==> config.mk <==
export PLATFORM = sky130hd
export DESIGN_NAME = smpc_top
export DESIGN_NICKNAME = d
export VERILOG_FILES = /design/src/smpc_cmd_pkg.sv /design/src/smpc_port_pkg.sv /design/src/smpc_oreg_wr_if.sv /design/src/smpc_cmd_exec.sv /design/src/smpc_host_regs.sv /design/src/smpc_oreg_arbiter.sv /design/src/smpc_pad_scan.sv /design/src/smpc_top.sv
export VERILOG_INCLUDE_DIRS = /design/src
export SDC_FILE = /design/constraint.sdc
export NUM_CORES = 1
export LEC_CHECK = 0
export ABC_AREA = 1
export ABC_CLOCK_PERIOD_IN_PS = 4400
export BUFFER_PORTS_ARGS = -buffer_cell sky130_fd_sc_hd__clkbuf_2
export CAP_MARGIN = 20
export CORE_UTILIZATION = 41
export DETAILED_ROUTE_END_ITERATION = 8
export PLACE_DENSITY = 0.56
export SYNTH_ARGS = -nofsm -noshare
export SYNTH_HDL_FRONTEND = slang
export SYNTH_HIERARCHICAL = 1
export SYNTH_SLANG_ARGS = --single-unit
==> constraint.sdc <==
create_clock -name CLK -period 4.4 [get_ports CLK]
set_input_delay 0.88 -clock CLK [delete_from_list [all_inputs] [get_ports CLK]]
set_output_delay 0.88 -clock CLK [all_outputs]
set_load 0.005 [all_outputs]
==> src/smpc_defines.svh <==
`ifndef SMPC_DEFINES_SVH
`define SMPC_DEFINES_SVH

`define SMPC_DATA_W         8
`define SMPC_ADDR_W         6
`define SMPC_OREG_AW        5
`define SMPC_IREG_NUM       7
`define SMPC_PORT_W         7
`define SMPC_TH_BIT         6
`define SMPC_TR_BIT         5

// Host word addresses
`define SMPC_ADDR_COMREG    6'h0F
`define SMPC_ADDR_SR        6'h30
`define SMPC_ADDR_SF        6'h31
`define SMPC_ADDR_OREG_LAST 6'h2F
`define SMPC_OREG_BASE      6'h10

// Wait counts in CE cycles
`define SMPC_CMD_WAIT        60
`define SMPC_EXEC_WAIT_SHORT 60
`define SMPC_EXEC_WAIT_CD    100
`define SMPC_PERI_WAIT       200
`define SMPC_PAD_SETTLE      60

`define SMPC_OREG_CMD_SLOT   31

`endif

==> src/smpc_cmd_pkg.sv <==
`default_nettype none

`include "smpc_defines.svh"

package smpc_cmd_pkg;

	typedef enum logic [`SMPC_DATA_W-1:0] {
		CMD_MSHON   = 8'h00,
		CMD_SSHON   = 8'h02,
		CMD_SSHOFF  = 8'h03,
		CMD_SNDON   = 8'h06,
		CMD_SNDOFF  = 8'h07,
		CMD_CDON    = 8'h08,
		CMD_CDOFF   = 8'h09,
		CMD_INTBACK = 8'h10,
		CMD_NMIREQ  = 8'h18
	} smpc_cmd_e;

	typedef enum logic [2:0] {
		EX_IDLE,
		EX_WAIT,
		EX_COMMAND,
		EX_EXEC,
		EX_PERI,
		EX_END
	} smpc_exec_st_e;

	typedef logic [`SMPC_IREG_NUM-1:0][`SMPC_DATA_W-1:0] smpc_ireg_t; // IREG0 at index 0

endpackage

`default_nettype wire

==> src/smpc_port_pkg.sv <==
`default_nettype none

package smpc_port_pkg;

	typedef enum logic [4:0] {
		SC_IDLE,
		SC_START,
		SC_ID_0, SC_ID_1, SC_ID_2, SC_ID_3, SC_ID_4,
		SC_TYPE_SEL,
		SC_PAD_0, SC_PAD_1, SC_PAD_2, SC_PAD_3,
		SC_RPT_ID, SC_RPT_SIZE, SC_RPT_B0, SC_RPT_B1, SC_RPT_NONE,
		SC_NEXT,
		SC_RPT_TERM,
		SC_END
	} smpc_scan_st_e;

	typedef enum logic [3:0] {
		DEV_PAD  = 4'hB,
		DEV_NONE = 4'hF
	} smpc_dev_id_e;

	// Nibble names follow the TH/TR levels of the phase
	typedef struct packed {
		logic [3:0] n11;
		logic [3:0] n01;
		logic [3:0] n10;
		logic [3:0] n00;
	} smpc_pad_nib_t;

endpackage

`default_nettype wire

==> src/smpc_oreg_wr_if.sv <==
`timescale 1ns/1ps
`default_nettype none

`include "smpc_defines.svh"

interface smpc_cmd_if import smpc_cmd_pkg::*; ();
	logic [`SMPC_DATA_W-1:0] comreg;
	smpc_ireg_t              ireg;
	logic                    cmd_start; // Command byte accepted
	logic                    done;      // Clears SF
	logic                    peri_done; // Loads SR[7:5]

	modport host (output comreg, output ireg, output cmd_start, input done, input peri_done);
	modport exec (input comreg, input ireg, input cmd_start, output done, output peri_done);
endinterface

interface smpc_oreg_wr_if ();
	logic                     req;
	logic [`SMPC_OREG_AW-1:0] addr;
	logic [`SMPC_DATA_W-1:0]  data;
	logic                     grant;

	modport writer (output req, output addr, output data, input grant);
	modport arbiter (input req, input addr, input data, output grant);
endinterface

`default_nettype wire

==> src/smpc_cmd_exec.sv <==
`timescale 1ns/1ps
`default_nettype none

`include "smpc_defines.svh"

module smpc_cmd_exec import smpc_cmd_pkg::*; (
	input  wire             CLK,
	input  wire             RST_N,
	input  wire             ce,
	smpc_cmd_if.exec        cmd,
	smpc_oreg_wr_if.writer  oreg_wr,
	output logic            scan_start,
	input  wire             scan_done,
	output logic            mshres_n,
	output logic            mshnmi_n,
	output logic            sshres_n,
	output logic            sshnmi_n,
	output logic            sndres_n,
	output logic            cdres_n,
	output logic            mirq_n
);

	localparam int WAIT_W = $clog2(`SMPC_PERI_WAIT + 1);
	localparam int unsigned ECHO_IDX = `SMPC_OREG_CMD_SLOT;

	smpc_exec_st_e     st_q;
	smpc_exec_st_e     next_q;   // Target of WAIT
	logic [WAIT_W-1:0] wait_cnt;
	logic              start_pend;
	logic              echo_pend;
	logic              intback_ok;

	assign intback_ok = cmd.ireg[2] == 8'hF0 && cmd.ireg[1][3] && !cmd.ireg[0][0];

	// Echo of the command byte into the last output register
	assign oreg_wr.req  = (st_q == EX_EXEC) || (st_q == EX_PERI && echo_pend);
	assign oreg_wr.addr = ECHO_IDX[`SMPC_OREG_AW-1:0];
	assign oreg_wr.data = cmd.comreg;

	always_ff @(posedge CLK or negedge RST_N) begin
		if (!RST_N) begin
			st_q          <= EX_IDLE;
			next_q        <= EX_IDLE;
			wait_cnt      <= '0;
			start_pend    <= 1'b0;
			echo_pend     <= 1'b0;
			scan_start    <= 1'b0;
			cmd.done      <= 1'b0;
			cmd.peri_done <= 1'b0;
			mshres_n      <= 1'b0;
			mshnmi_n      <= 1'b0;
			sshres_n      <= 1'b0;
			sshnmi_n      <= 1'b0;
			sndres_n      <= 1'b0;
			cdres_n       <= 1'b0;
			mirq_n        <= 1'b1;
		end else begin
			cmd.done      <= 1'b0;
			cmd.peri_done <= 1'b0;
			if (ce) begin
				scan_start <= 1'b0;
				case (st_q)
					EX_IDLE: begin
						if (start_pend) begin
							start_pend <= 1'b0;
							wait_cnt   <= WAIT_W'(`SMPC_CMD_WAIT);
							next_q     <= EX_COMMAND;
							st_q       <= EX_WAIT;
						end
					end
					EX_WAIT: begin
						if (wait_cnt != '0) begin
							wait_cnt <= wait_cnt - 1'b1;
						end else begin
							scan_start <= (next_q == EX_PERI);
							st_q       <= next_q;
						end
					end
					EX_COMMAND: begin
						next_q <= EX_EXEC;
						st_q   <= EX_WAIT;
						case (cmd.comreg)
							CMD_MSHON, CMD_SSHON, CMD_SSHOFF, CMD_SNDON, CMD_SNDOFF, CMD_NMIREQ:
								wait_cnt <= WAIT_W'(`SMPC_EXEC_WAIT_SHORT);
							CMD_CDON, CMD_CDOFF:
								wait_cnt <= WAIT_W'(`SMPC_EXEC_WAIT_CD);
							CMD_INTBACK: begin
								if (intback_ok) begin
									wait_cnt <= WAIT_W'(`SMPC_PERI_WAIT);
									next_q   <= EX_PERI;
								end else begin
									st_q <= EX_END; // No report
								end
							end
							default: st_q <= EX_END;
						endcase
					end
					EX_EXEC: begin
						if (oreg_wr.grant) begin
							case (cmd.comreg)
								CMD_MSHON: begin
									mshres_n <= 1'b1;
									mshnmi_n <= 1'b1;
								end
								CMD_SSHON: begin
									sshres_n <= 1'b1;
									sshnmi_n <= 1'b1;
								end
								CMD_SSHOFF: begin
									sshres_n <= 1'b0;
									sshnmi_n <= 1'b1;
								end
								CMD_SNDON:  sndres_n <= 1'b1;
								CMD_SNDOFF: sndres_n <= 1'b0;
								CMD_CDON:   cdres_n <= 1'b1;
								CMD_CDOFF:  cdres_n <= 1'b0;
								CMD_NMIREQ: mshnmi_n <= 1'b0;
								default: ;
							endcase
							st_q <= EX_END;
						end
					end
					EX_PERI: begin
						if (scan_done) begin
							echo_pend <= 1'b1;
						end else if (echo_pend && oreg_wr.grant) begin
							echo_pend     <= 1'b0;
							mirq_n        <= 1'b0;
							cmd.peri_done <= 1'b1;
							st_q          <= EX_END;
						end
					end
					EX_END: begin
						if (cmd.comreg == CMD_NMIREQ)
							mshnmi_n <= 1'b1;
						mirq_n   <= 1'b1;
						cmd.done <= 1'b1;
						st_q     <= EX_IDLE;
					end
					default: st_q <= EX_IDLE;
				endcase
			end
			if (cmd.cmd_start)
				start_pend <= 1'b1; // Held until a CE cycle in IDLE
		end
	end

endmodule

`default_nettype wire

==> src/smpc_host_regs.sv <==
`timescale 1ns/1ps
`default_nettype none

`include "smpc_defines.svh"

module smpc_host_regs import smpc_cmd_pkg::*; (
	input  wire                       CLK,
	input  wire                       RST_N,
	input  wire [`SMPC_ADDR_W-1:0]    a,
	input  wire [`SMPC_DATA_W-1:0]    di,
	input  wire                       cs_n,
	input  wire                       rw_n,
	output logic [`SMPC_DATA_W-1:0]   do_q,
	smpc_cmd_if.host                  cmd,
	input  wire [`SMPC_DATA_W-1:0]    oreg_q,
	output logic [`SMPC_OREG_AW-1:0]  oreg_raddr
);

	smpc_ireg_t              ireg_q;
	logic [`SMPC_DATA_W-1:0] comreg_q;
	logic                    start_q;
	logic                    busy_q;  // Executor owns COMREG
	logic                    sf_q;
	logic [2:0]              sr_hi_q;
	logic [`SMPC_DATA_W-1:0] sr;
	logic                    rw_n_old;
	logic                    cs_n_old;
	logic                    wr_stb;
	logic                    rd_stb;
	logic [`SMPC_ADDR_W-1:0] oreg_off;

	assign wr_stb = !rw_n && rw_n_old && !cs_n;
	assign rd_stb = !cs_n && cs_n_old && rw_n;

	assign sr = {sr_hi_q, 1'b0, ireg_q[1][7:4]};

	assign oreg_off   = a - `SMPC_OREG_BASE;
	assign oreg_raddr = oreg_off[`SMPC_OREG_AW-1:0];

	assign cmd.comreg    = comreg_q;
	assign cmd.ireg      = ireg_q;
	assign cmd.cmd_start = start_q;

	always_ff @(posedge CLK or negedge RST_N) begin
		if (!RST_N) begin
			ireg_q   <= '0;
			comreg_q <= '0;
			start_q  <= 1'b0;
			busy_q   <= 1'b0;
			sf_q     <= 1'b0;
			sr_hi_q  <= '0;
			rw_n_old <= 1'b1;
			cs_n_old <= 1'b1;
			do_q     <= '0;
		end else begin
			rw_n_old <= rw_n;
			cs_n_old <= cs_n;
			start_q  <= 1'b0;

			if (cmd.done) begin
				busy_q <= 1'b0;
				sf_q   <= 1'b0;
			end
			if (cmd.peri_done)
				sr_hi_q <= 3'b110;

			if (wr_stb) begin
				if (a < `SMPC_ADDR_W'(`SMPC_IREG_NUM)) begin
					ireg_q[a[2:0]] <= di;
				end else if (a == `SMPC_ADDR_COMREG && !busy_q) begin
					comreg_q <= di;
					start_q  <= 1'b1;
					busy_q   <= 1'b1;
				end else if (a == `SMPC_ADDR_SF && di[0]) begin
					sf_q <= 1'b1; // Host sets SF before COMREG
				end
			end

			if (rd_stb) begin
				if (a >= `SMPC_OREG_BASE && a <= `SMPC_ADDR_OREG_LAST)
					do_q <= oreg_q;
				else if (a == `SMPC_ADDR_SR)
					do_q <= sr;
				else if (a == `SMPC_ADDR_SF)
					do_q <= {4'hF, 3'b000, sf_q};
				else
					do_q <= '0;
			end
		end
	end

endmodule

`default_nettype wire

==> src/smpc_oreg_arbiter.sv <==
`timescale 1ns/1ps
`default_nettype none

`include "smpc_defines.svh"

module smpc_oreg_arbiter (
	input  wire                      CLK,
	smpc_oreg_wr_if.arbiter          scan_wr,
	smpc_oreg_wr_if.arbiter          exec_wr,
	input  wire [`SMPC_OREG_AW-1:0]  raddr,
	output logic [`SMPC_DATA_W-1:0]  q
);

	localparam int DEPTH = 1 << `SMPC_OREG_AW;

	logic [`SMPC_DATA_W-1:0]  oreg [DEPTH];
	logic                     wr_en;
	logic [`SMPC_OREG_AW-1:0] wr_addr;
	logic [`SMPC_DATA_W-1:0]  wr_data;

	// Scanner wins, executor waits
	assign scan_wr.grant = scan_wr.req;
	assign exec_wr.grant = exec_wr.req && !scan_wr.req;

	assign wr_en   = scan_wr.grant || exec_wr.grant;
	assign wr_addr = scan_wr.grant ? scan_wr.addr : exec_wr.addr;
	assign wr_data = scan_wr.grant ? scan_wr.data : exec_wr.data;

	always_ff @(posedge CLK) begin
		if (wr_en)
			oreg[wr_addr] <= wr_data;
	end

	assign q = oreg[raddr]; // Host read port

endmodule

`default_nettype wire

==> src/smpc_pad_scan.sv <==
`timescale 1ns/1ps
`default_nettype none

`include "smpc_defines.svh"

module smpc_pad_scan import smpc_port_pkg::*; (
	input  wire                      CLK,
	input  wire                      RST_N,
	input  wire                      ce,
	input  wire                      start,
	input  wire [`SMPC_PORT_W-1:0]   pdr1i,
	input  wire [`SMPC_PORT_W-1:0]   pdr2i,
	output logic [`SMPC_PORT_W-1:0]  pdr1o,
	output logic [`SMPC_PORT_W-1:0]  ddr1,
	output logic [`SMPC_PORT_W-1:0]  pdr2o,
	output logic [`SMPC_PORT_W-1:0]  ddr2,
	output logic                     done,
	smpc_oreg_wr_if.writer           oreg_wr
);

	localparam int SETTLE_W = $clog2(`SMPC_PAD_SETTLE + 1);

	smpc_scan_st_e            st_q;
	smpc_scan_st_e            emit_next;
	smpc_pad_nib_t            nib_q;
	logic [3:0]               id_q;
	logic                     port_q;    // 0 is port 1
	logic [SETTLE_W-1:0]      settle_q;
	logic [`SMPC_OREG_AW-1:0] idx_q;
	logic [`SMPC_PORT_W-1:0]  pdr_o [2];
	logic [`SMPC_PORT_W-1:0]  ddr [2];
	logic [3:0]               pin;
	logic [`SMPC_DATA_W-1:0]  emit_data;
	logic                     emit_req;

	assign pin   = port_q ? pdr2i[3:0] : pdr1i[3:0];
	assign pdr1o = pdr_o[0];
	assign pdr2o = pdr_o[1];
	assign ddr1  = ddr[0];
	assign ddr2  = ddr[1];

	assign oreg_wr.req  = emit_req;
	assign oreg_wr.addr = idx_q;
	assign oreg_wr.data = emit_data;

	always_comb begin
		emit_req  = (settle_q == '0);
		emit_data = {DEV_NONE, 4'h0};
		emit_next = SC_NEXT;
		case (st_q)
			SC_RPT_ID: begin
				emit_data = 8'hF1;
				emit_next = SC_RPT_SIZE;
			end
			SC_RPT_SIZE: begin
				emit_data = 8'h02;
				emit_next = SC_RPT_B0;
			end
			SC_RPT_B0: begin
				emit_data = {nib_q.n01, nib_q.n10};
				emit_next = SC_RPT_B1;
			end
			SC_RPT_B1: emit_data = {nib_q.n00, nib_q.n11[3], 3'b111};
			SC_RPT_NONE: ;
			SC_RPT_TERM: emit_next = SC_END; // Closing F0
			default: emit_req = 1'b0;
		endcase
	end

	always_ff @(posedge CLK or negedge RST_N) begin
		if (!RST_N) begin
			st_q     <= SC_IDLE;
			id_q     <= '0;
			port_q   <= 1'b0;
			settle_q <= '0;
			idx_q    <= '0;
			done     <= 1'b0;
			pdr_o    <= '{default: '1};
			ddr      <= '{default: '0};
		end else if (ce) begin
			done <= 1'b0;
			if (settle_q != '0) begin
				settle_q <= settle_q - 1'b1;
			end else begin
				case (st_q)
					SC_IDLE: ;
					SC_START: begin
						ddr[port_q][`SMPC_TH_BIT:`SMPC_TR_BIT] <= 2'b11;
						st_q <= SC_ID_0;
					end
					SC_ID_0: begin
						pdr_o[port_q][`SMPC_TH_BIT:`SMPC_TR_BIT] <= 2'b11;
						settle_q <= SETTLE_W'(`SMPC_PAD_SETTLE);
						st_q     <= SC_ID_1;
					end
					SC_ID_1: st_q <= SC_ID_2;
					SC_ID_2: begin
						pdr_o[port_q][`SMPC_TH_BIT:`SMPC_TR_BIT] <= 2'b01;
						settle_q <= SETTLE_W'(`SMPC_PAD_SETTLE);
						st_q     <= SC_ID_3;
					end
					SC_ID_3: st_q <= SC_ID_4;
					SC_ID_4: begin
						id_q <= {|nib_q.n11[3:2], |nib_q.n11[1:0], |nib_q.n01[3:2], |nib_q.n01[1:0]};
						st_q <= SC_TYPE_SEL;
					end
					SC_TYPE_SEL: st_q <= (id_q == DEV_PAD) ? SC_PAD_0 : SC_RPT_NONE;
					SC_PAD_0: begin
						pdr_o[port_q][`SMPC_TH_BIT:`SMPC_TR_BIT] <= 2'b10;
						settle_q <= SETTLE_W'(`SMPC_PAD_SETTLE);
						st_q     <= SC_PAD_1;
					end
					SC_PAD_1: st_q <= SC_PAD_2;
					SC_PAD_2: begin
						pdr_o[port_q][`SMPC_TH_BIT:`SMPC_TR_BIT] <= 2'b00;
						settle_q <= SETTLE_W'(`SMPC_PAD_SETTLE);
						st_q     <= SC_PAD_3;
					end
					SC_PAD_3: st_q <= SC_RPT_ID;
					SC_RPT_ID, SC_RPT_SIZE, SC_RPT_B0, SC_RPT_B1, SC_RPT_NONE, SC_RPT_TERM: begin
						if (oreg_wr.grant) begin
							idx_q <= idx_q + 1'b1;
							st_q  <= emit_next;
						end
					end
					SC_NEXT: begin
						pdr_o[port_q][`SMPC_TH_BIT:`SMPC_TR_BIT] <= 2'b11; // Back to idle select
						settle_q <= SETTLE_W'(`SMPC_PAD_SETTLE);
						port_q   <= ~port_q;
						st_q     <= port_q ? SC_RPT_TERM : SC_START;
					end
					SC_END: begin
						done <= 1'b1;
						st_q <= SC_IDLE;
					end
					default: st_q <= SC_IDLE;
				endcase
			end
			if (start) begin
				port_q <= 1'b0;
				idx_q  <= '0;
				st_q   <= SC_START;
			end
		end
	end

	// Nibble capture at the end of each settle period
	always_ff @(posedge CLK) begin
		if (ce && settle_q == '0) begin
			case (st_q)
				SC_ID_1:  nib_q.n11 <= pin;
				SC_ID_3:  nib_q.n01 <= pin;
				SC_PAD_1: nib_q.n10 <= pin;
				SC_PAD_3: nib_q.n00 <= pin;
				default: ;
			endcase
		end
	end

endmodule

`default_nettype wire

==> src/smpc_top.sv <==
`timescale 1ns/1ps
`default_nettype none

`include "smpc_defines.svh"

module smpc_top (
	input  wire                      CLK,
	input  wire                      RST_N,
	input  wire                      CE,

	input  wire [`SMPC_ADDR_W-1:0]   A,
	input  wire [`SMPC_DATA_W-1:0]   DI,
	output logic [`SMPC_DATA_W-1:0]  DO,
	input  wire                      CS_N,
	input  wire                      RW_N,

	output logic                     MSHRES_N,
	output logic                     MSHNMI_N,
	output logic                     SSHRES_N,
	output logic                     SSHNMI_N,
	output logic                     SNDRES_N,
	output logic                     CDRES_N,
	output logic                     MIRQ_N,

	input  wire [`SMPC_PORT_W-1:0]   PDR1I,
	output logic [`SMPC_PORT_W-1:0]  PDR1O,
	output logic [`SMPC_PORT_W-1:0]  DDR1,
	input  wire [`SMPC_PORT_W-1:0]   PDR2I,
	output logic [`SMPC_PORT_W-1:0]  PDR2O,
	output logic [`SMPC_PORT_W-1:0]  DDR2
);

	logic [`SMPC_DATA_W-1:0]  oreg_q;
	logic [`SMPC_OREG_AW-1:0] oreg_raddr;
	logic                     scan_start;
	logic                     scan_done;

	smpc_cmd_if     cmd_if ();
	smpc_oreg_wr_if scan_wr_if ();
	smpc_oreg_wr_if exec_wr_if ();

	smpc_host_regs i_host_regs (
		.CLK        (CLK),
		.RST_N      (RST_N),
		.a          (A),
		.di         (DI),
		.cs_n       (CS_N),
		.rw_n       (RW_N),
		.do_q       (DO),
		.cmd        (cmd_if.host),
		.oreg_q     (oreg_q),
		.oreg_raddr (oreg_raddr)
	);

	smpc_cmd_exec i_cmd_exec (
		.CLK        (CLK),
		.RST_N      (RST_N),
		.ce         (CE),
		.cmd        (cmd_if.exec),
		.oreg_wr    (exec_wr_if.writer),
		.scan_start (scan_start),
		.scan_done  (scan_done),
		.mshres_n   (MSHRES_N),
		.mshnmi_n   (MSHNMI_N),
		.sshres_n   (SSHRES_N),
		.sshnmi_n   (SSHNMI_N),
		.sndres_n   (SNDRES_N),
		.cdres_n    (CDRES_N),
		.mirq_n     (MIRQ_N)
	);

	smpc_pad_scan i_pad_scan (
		.CLK     (CLK),
		.RST_N   (RST_N),
		.ce      (CE),
		.start   (scan_start),
		.pdr1i   (PDR1I),
		.pdr2i   (PDR2I),
		.pdr1o   (PDR1O),
		.ddr1    (DDR1),
		.pdr2o   (PDR2O),
		.ddr2    (DDR2),
		.done    (scan_done),
		.oreg_wr (scan_wr_if.writer)
	);

	smpc_oreg_arbiter i_oreg_arbiter (
		.CLK     (CLK),
		.scan_wr (scan_wr_if.arbiter),
		.exec_wr (exec_wr_if.arbiter),
		.raddr   (oreg_raddr),
		.q       (oreg_q)
	);

endmodule

`default_nettype wire

Word level (Yosys, flattened, before mapping)
Memory sizes are Yosys's and may differ from the RTL's.
Index checks and enable logic that the tools add are counted.
- register bits: 170
- bits in writable memories: 256
- input bits: 33
- output and inout bits: 43
- word-level logic and storage cells: 280
- memories: 1
- add/subtract/negate cells: 4
- $lt $le $gt $ge: 7
- equal/unequal tests: 51
- mux-type cells: 90
- bitwise operators: 4
- reductions and logical operators: 79
- memory list (name ; words ; bits a word ; read ports ; clocked after memory_dff ; write ports ; line ; source):
    i_oreg_arbiter.oreg ; 32 ; 8 ; 1 ; 0 ; 1 ; smpc_oreg_arbiter.sv:16 ; logic [`SMPC_DATA_W-1:0] oreg [DEPTH];
- operators by type and width (kind ; number):
    $bwmux 14 ; 5
    $pmux 5 s14 ; 1
    $mux 8 ; 8
    $bwmux 56 ; 1
    $pmux 14 s4 ; 1
    $mux 5 ; 10
    $pmux 8 s3 ; 2
    $eq 5x4->1 const B ; 8
    $mux 1 ; 36
    $pmux 8 s4 ; 1
    $reduce_and 4->1 ; 8
    $mux 3 ; 9
    $reduce_bool 2->1 ; 13
    $demux 8 s3 ; 1
    $reduce_and 3->1 ; 7
    $eq 5x3->1 const B ; 4
    $eq 5x5->1 const B ; 4
    $pmux 5 s4 ; 1
    $eq 8x2->1 const B ; 2
    $eq 8x3->1 const B ; 2
    $eq 8x4->1 const B ; 2
    $eq 8x5->1 const B ; 2
    $logic_and 1x1->1 ; 15
    $pmux 3 s5 ; 1
    51 further kinds ; 91

Depth between registers and ports, before layout
- depth in word-level cells: 10
- mapped depth: 17
- gate-level depth less buffers: 15

Cells and area by module
Netlist, hierarchy kept.
- by module, submodules not included (module ; times used ; cells an instance ; area each (sq um) ; seq. area each (sq um)):
    smpc_oreg_arbiter ; 1 ; 960 ; 10669.0 ; 7687.4
    smpc_host_regs ; 1 ; 396 ; 3642.2 ; 1954.4
    smpc_pad_scan ; 1 ; 333 ; 2827.7 ; 1448.9
    smpc_cmd_exec ; 1 ; 267 ; 1873.0 ; 651.9

Worst setup path after synthesis
No wires, ideal clock.
- path type: register -> register
- from: register i_pad_scan.st_q[3]
- to: memory i_oreg_arbiter/oreg[0][0] (netlist name), enable pin
- library setup time: 0.370 ns
- arrival time: 2.430 ns
- required time: 4.030 ns
- slack: 1.600 ns
- cell stages (with the launch flop): 12
- buffers on the path: 1
- clock period less this slack: 2.800 ns
- path through: dfrtp_1 buf_6 nor2_2 nand3_2 nand2_4 inv_2 nor2_1 inv_2 or2_2 o21ai_0 nand3_2 nor2_1
- cells in the longest elaborated chain, start to end: 8
- elaborated cells between the ends (all ways): 14
- those cells by class: eq/ne (6); mux (4); reduce/logical (4)
- ends and longest elaborated chain (item ; line ; source):
    start: declaration ; smpc_pad_scan.sv:23 ; smpc_scan_st_e st_q;
    start signal: assignment ; smpc_pad_scan.sv:107 ; SC_TYPE_SEL: st_q <= (id_q == DEV_PAD) ? SC_PAD_0 : SC_RPT_NONE;
    start signal: assignment ; smpc_pad_scan.sv:123 ; st_q <= emit_next;
    start signal: assignment ; smpc_pad_scan.sv:130 ; st_q <= port_q ? SC_RPT_TERM : SC_START;
    $eq 5x4->1 / $eq 5x5->1 (equally long branches) ; smpc_pad_scan.sv:50 ; case (st_q)
    $reduce_or 6->1 (no source line) * ; - ;
    $mux 1 * ; smpc_pad_scan.sv:50 ;
    net scan_wr_if.req ; smpc_oreg_wr_if.sv:18 ; logic req;
    $logic_not 1->1 ; smpc_oreg_arbiter.sv:23 ; assign exec_wr.grant = exec_wr.req && !scan_wr.req;
    $logic_and 1x1->1 ; smpc_oreg_arbiter.sv:23 ;
    $logic_or 1x1->1 ; smpc_oreg_arbiter.sv:25 ; assign wr_en = scan_wr.grant || exec_wr.grant;
    $mux 1 ; smpc_oreg_arbiter.sv:30 ; if (wr_en)
    $mux 1 (implied by the code) ; smpc_oreg_arbiter.sv:31 ; oreg[wr_addr] <= wr_data;
    end: declaration ; smpc_oreg_arbiter.sv:16 ;
Mark *: on every way through the listed nets, which the timed path passes. The rest lies on a longest branch.

Worst setup path in the final report
- from: register i_pad_scan.settle_q[0]
- to: memory i_oreg_arbiter/oreg[1][2] (netlist name), enable pin
- cells in the longest elaborated chain, start to end: 7
- elaborated cells between the ends (all ways): 8
- those cells by class: mux (4); reduce/logical (4)
- ends and longest elaborated chain (item ; line ; source):
    start: declaration ; smpc_pad_scan.sv:28 ; logic [SETTLE_W-1:0] settle_q;
    start signal: assignment ; smpc_pad_scan.sv:83 ; settle_q <= settle_q - 1'b1;
    start signal: assignment ; smpc_pad_scan.sv:93 ; settle_q <= SETTLE_W'(`SMPC_PAD_SETTLE);
    start signal: assignment ; smpc_pad_scan.sv:99 ; settle_q <= SETTLE_W'(`SMPC_PAD_SETTLE);
    $logic_not 6->1 * ; smpc_pad_scan.sv:47 ; emit_req = (settle_q == '0);
    $mux 1 * ; smpc_pad_scan.sv:50 ;
    net scan_wr_if.req ; smpc_oreg_wr_if.sv:18 ;
    $logic_not 1->1 ; smpc_oreg_arbiter.sv:23 ;
    $logic_and 1x1->1 ; smpc_oreg_arbiter.sv:23 ;
    $logic_or 1x1->1 ; smpc_oreg_arbiter.sv:25 ;
    $mux 1 ; smpc_oreg_arbiter.sv:30 ;
    $mux 1 (implied by the code) ; smpc_oreg_arbiter.sv:31 ;
Marks and branches as above.

==> impl_metrics.ini <==
[worst_setup_path]
path_max_fanout = 13
regToRegEndpoint = i_oreg_arbiter/oreg[1][2]$_DFFE_PP_
cp-start-kind = register
reg2reg_slack_ns = 0.64
required_ns = 4.57
path_class = register to register
regToRegStartpoint = i_pad_scan/settle_q[0]$_DFFE_PN0P_
cp-endpoint = i_oreg_arbiter/oreg[1][2]$_DFFE_PP_
critPathLaunch = i_pad_scan/settle_q[0]$_DFFE_PN0P_
r2r_cells = 13
worstPathArrival_ns = 3.92
end_kind = register

[power]
finalPower_w = 0.008009
combPwrFrac = 0.107
switching_share = 0.2523
p_int_w = 0.005988
power_frac_clock = 0.403
p_sw_w = 0.002020
leakage_nw = 7.892
p_seq_frac = 0.490
ir_drop_mv = 0.3275
p_per_area_nw_per_um2 = 420.1

[die]
io_pins = 76
die-width_microns = 207.2
core-area_sq_um = 41200
row_count = 74
start_util = 0.4188
die_area_sq_um = 42910
die_y_microns = 207.2

[cells_and_area]
drive_above_1_share = 0.1312
nFillCells = 3925
fin_nets = 1829
multiInputGateArea_sq_um = 5572
area_growth_pct = 10.47
seqCellArea_sq_um = 10690
n_antenna_cell = 0
fin_util = 0.4626

[sta]
relSlewSlack = 0.3093
max_slew.worst_pin.slew_ns = 1.036
setup_viol = 0
drv_slew = 0
rsz0062_at_grt = false
hold_viol_final = 0
max_clock_freq_mhz = 266.3
finalCritPeriodShare = 0.8536
finalSetupTns_ns = 0
final.setup_skew_ns = 0.02003
period_minus_slack_ns = 3.756

[grt]
grt.total_usage = 0.1921
grt_max_degree = 79
antenna_found_initial = 0
grt_pass1_wl_microns = 65210
gr-total-overflow = 0
grt_pass1_vias = 11991

[placed_design]
gp_congestion = 0.8770
io_buffers = 59
hpwl_microns = 25790

[routing]
vias = 12013
viasPerCell = 5.103
drtPass1Iterations = 5
drt_wl_total_microns = 40590
drt-wirelength-per-cell_microns = 17.24
ant_nets = 0
drc = 0
drtIter0Drc = 866

[synthesis]
synth_area_sq_um = 17260
ys_warn_count = 6
synth_cells = 1775
syn_area_per_cell_sq_um = 9.721

[worst_hold_path]
hp-class = input pin to asynchronous set/reset pin

[cts]
cts_root_buffer = clkbuf_16
htree_levels = 2
clk_path_buf_depth = 3
cts_sinks = 372
cts_hold_buf = 0
numCtsBuffers = 40
clk_latency_ns = 0.54
clkTransAtPathRegs_ns = 0.06
ctsResizeCount = 0
cts_tree = yes
cts_setup_buffers = 0

[status]
status = complete, no violations

[flow_run]
max_cap_violations = 0
[power groups by stage]
stage | registers (W) | clock network [W] | logic [W]
floorplan | 0.00397 | 0 | 0.000650
global placement | 0.00399 | 0 | 0.000847
detailed placement | 0.00399 | 0 | 0.000861
CTS | 0.00392 | 0.00332 | 0.000863
global route | 0.00393 | 0.00345 | 0.000979
finish | 0.00392 | 0.00323 | 0.000857
[worst min path at each step]
stage / start / end / cells after the start
4_1_cts: RST_N / i_cmd_exec/wait_cnt[4]$_DFFE_PN0P_ / 1
3_5_place_dp: i_pad_scan/pdr1o[1]$_DFFE_PN1P_ / i_pad_scan/pdr1o[1]$_DFFE_PN1P_ / 0
2_1_floorplan: i_host_regs/cmd.cmd_start$_DFF_PN0_ / i_cmd_exec/start_pend$_DFFE_PN0P_ / 2
6_report: RST_N / i_cmd_exec/wait_cnt[4]$_DFFE_PN0P_ / 1
3_3_place_gp: i_pad_scan/pdr1o[3]$_DFFE_PN1P_ / i_pad_scan/pdr1o[3]$_DFFE_PN1P_ / 0
5_1_grt: i_pad_scan/pdr2o[4]$_DFFE_PN1P_ / i_pad_scan/pdr2o[4]$_DFFE_PN1P_ / 0
[per-stage QoR]
| step | hold slack [ns] | area, sq um | cells | worst slack [ns] |
|---|---|---|---|---|
| floorplan | 0.4092 | 17300 | 1788 | 1.600 |
| global placement | 0.3570 | 17780 | 2279 | 0.7680 |
| detailed placement | 0.3576 | 17780 | 2279 | 0.6718 |
| CTS | 0.3633 | 19030 | 2353 | 0.6808 |
| global route | 0.3676 | 19060 | 2354 | 0.4047 |
| finish | 0.3547 | 19060 | 2354 | 0.6442 |
[metal layers]
metal | routed length (microns) | GRT usage
met2 | 19720 | 0.3256
met5 | 0 | 0
met1 | 18270 | 0.2578
met3 | 1649 | 0.02502
met4 | 952 | 0.05636
[layout by cell type, fill, tap and decap left out, drive strengths merged, types with 4 or more instances in the layout]
cell type / n
nand4: 47
edfxtp: 272
or2: 9
o21ai: 31
clkinv: 20
nor3: 7
dfstp: 17
clkbuf: 109
dfrtp: 83
xor2: 4
conb: 15
buf: 25
inv: 94
ha: 6
nand3: 285
a21oi: 27
nor2: 138
nand2: 614
[final cells by class]
cell class,instances,area share
sequential,372,0.5609
clock inverter,22,0.008205
inverter,95,0.01897
tap,532,0.03492
clock buffer,52,0.05756
timing repair buffer,82,0.02717
multi-input combinational,1199,0.2923
[sequential cells by signal, summed over array words and instances (netlist names), 6 cells and up]
register,cells
i_cmd_exec/wait_cnt,8
i_host_regs/cmd.comreg,8
i_pad_scan/pdr1o,7
i_pad_scan/nib_q,16
i_oreg_arbiter/oreg,256
i_pad_scan/settle_q,6
i_host_regs/do_q,8
i_pad_scan/pdr2o,7
i_host_regs/cmd.ireg,14
[critical path: stages (launching register included)]
cell and delay (ns):
dfrtp_1 0.39, inv_1 0.11, ha_1 0.16, inv_1 0.06
nor2_1 0.15, nand2_1 0.20, nor2_1 0.49, inv_2 0.20
or2_0 0.27, o21ai_0 0.20, inv_1 0.13, nor2_2 0.19
nand2_1 0.15, nor2_1 0.67
(Power assumes the default switching activity.)
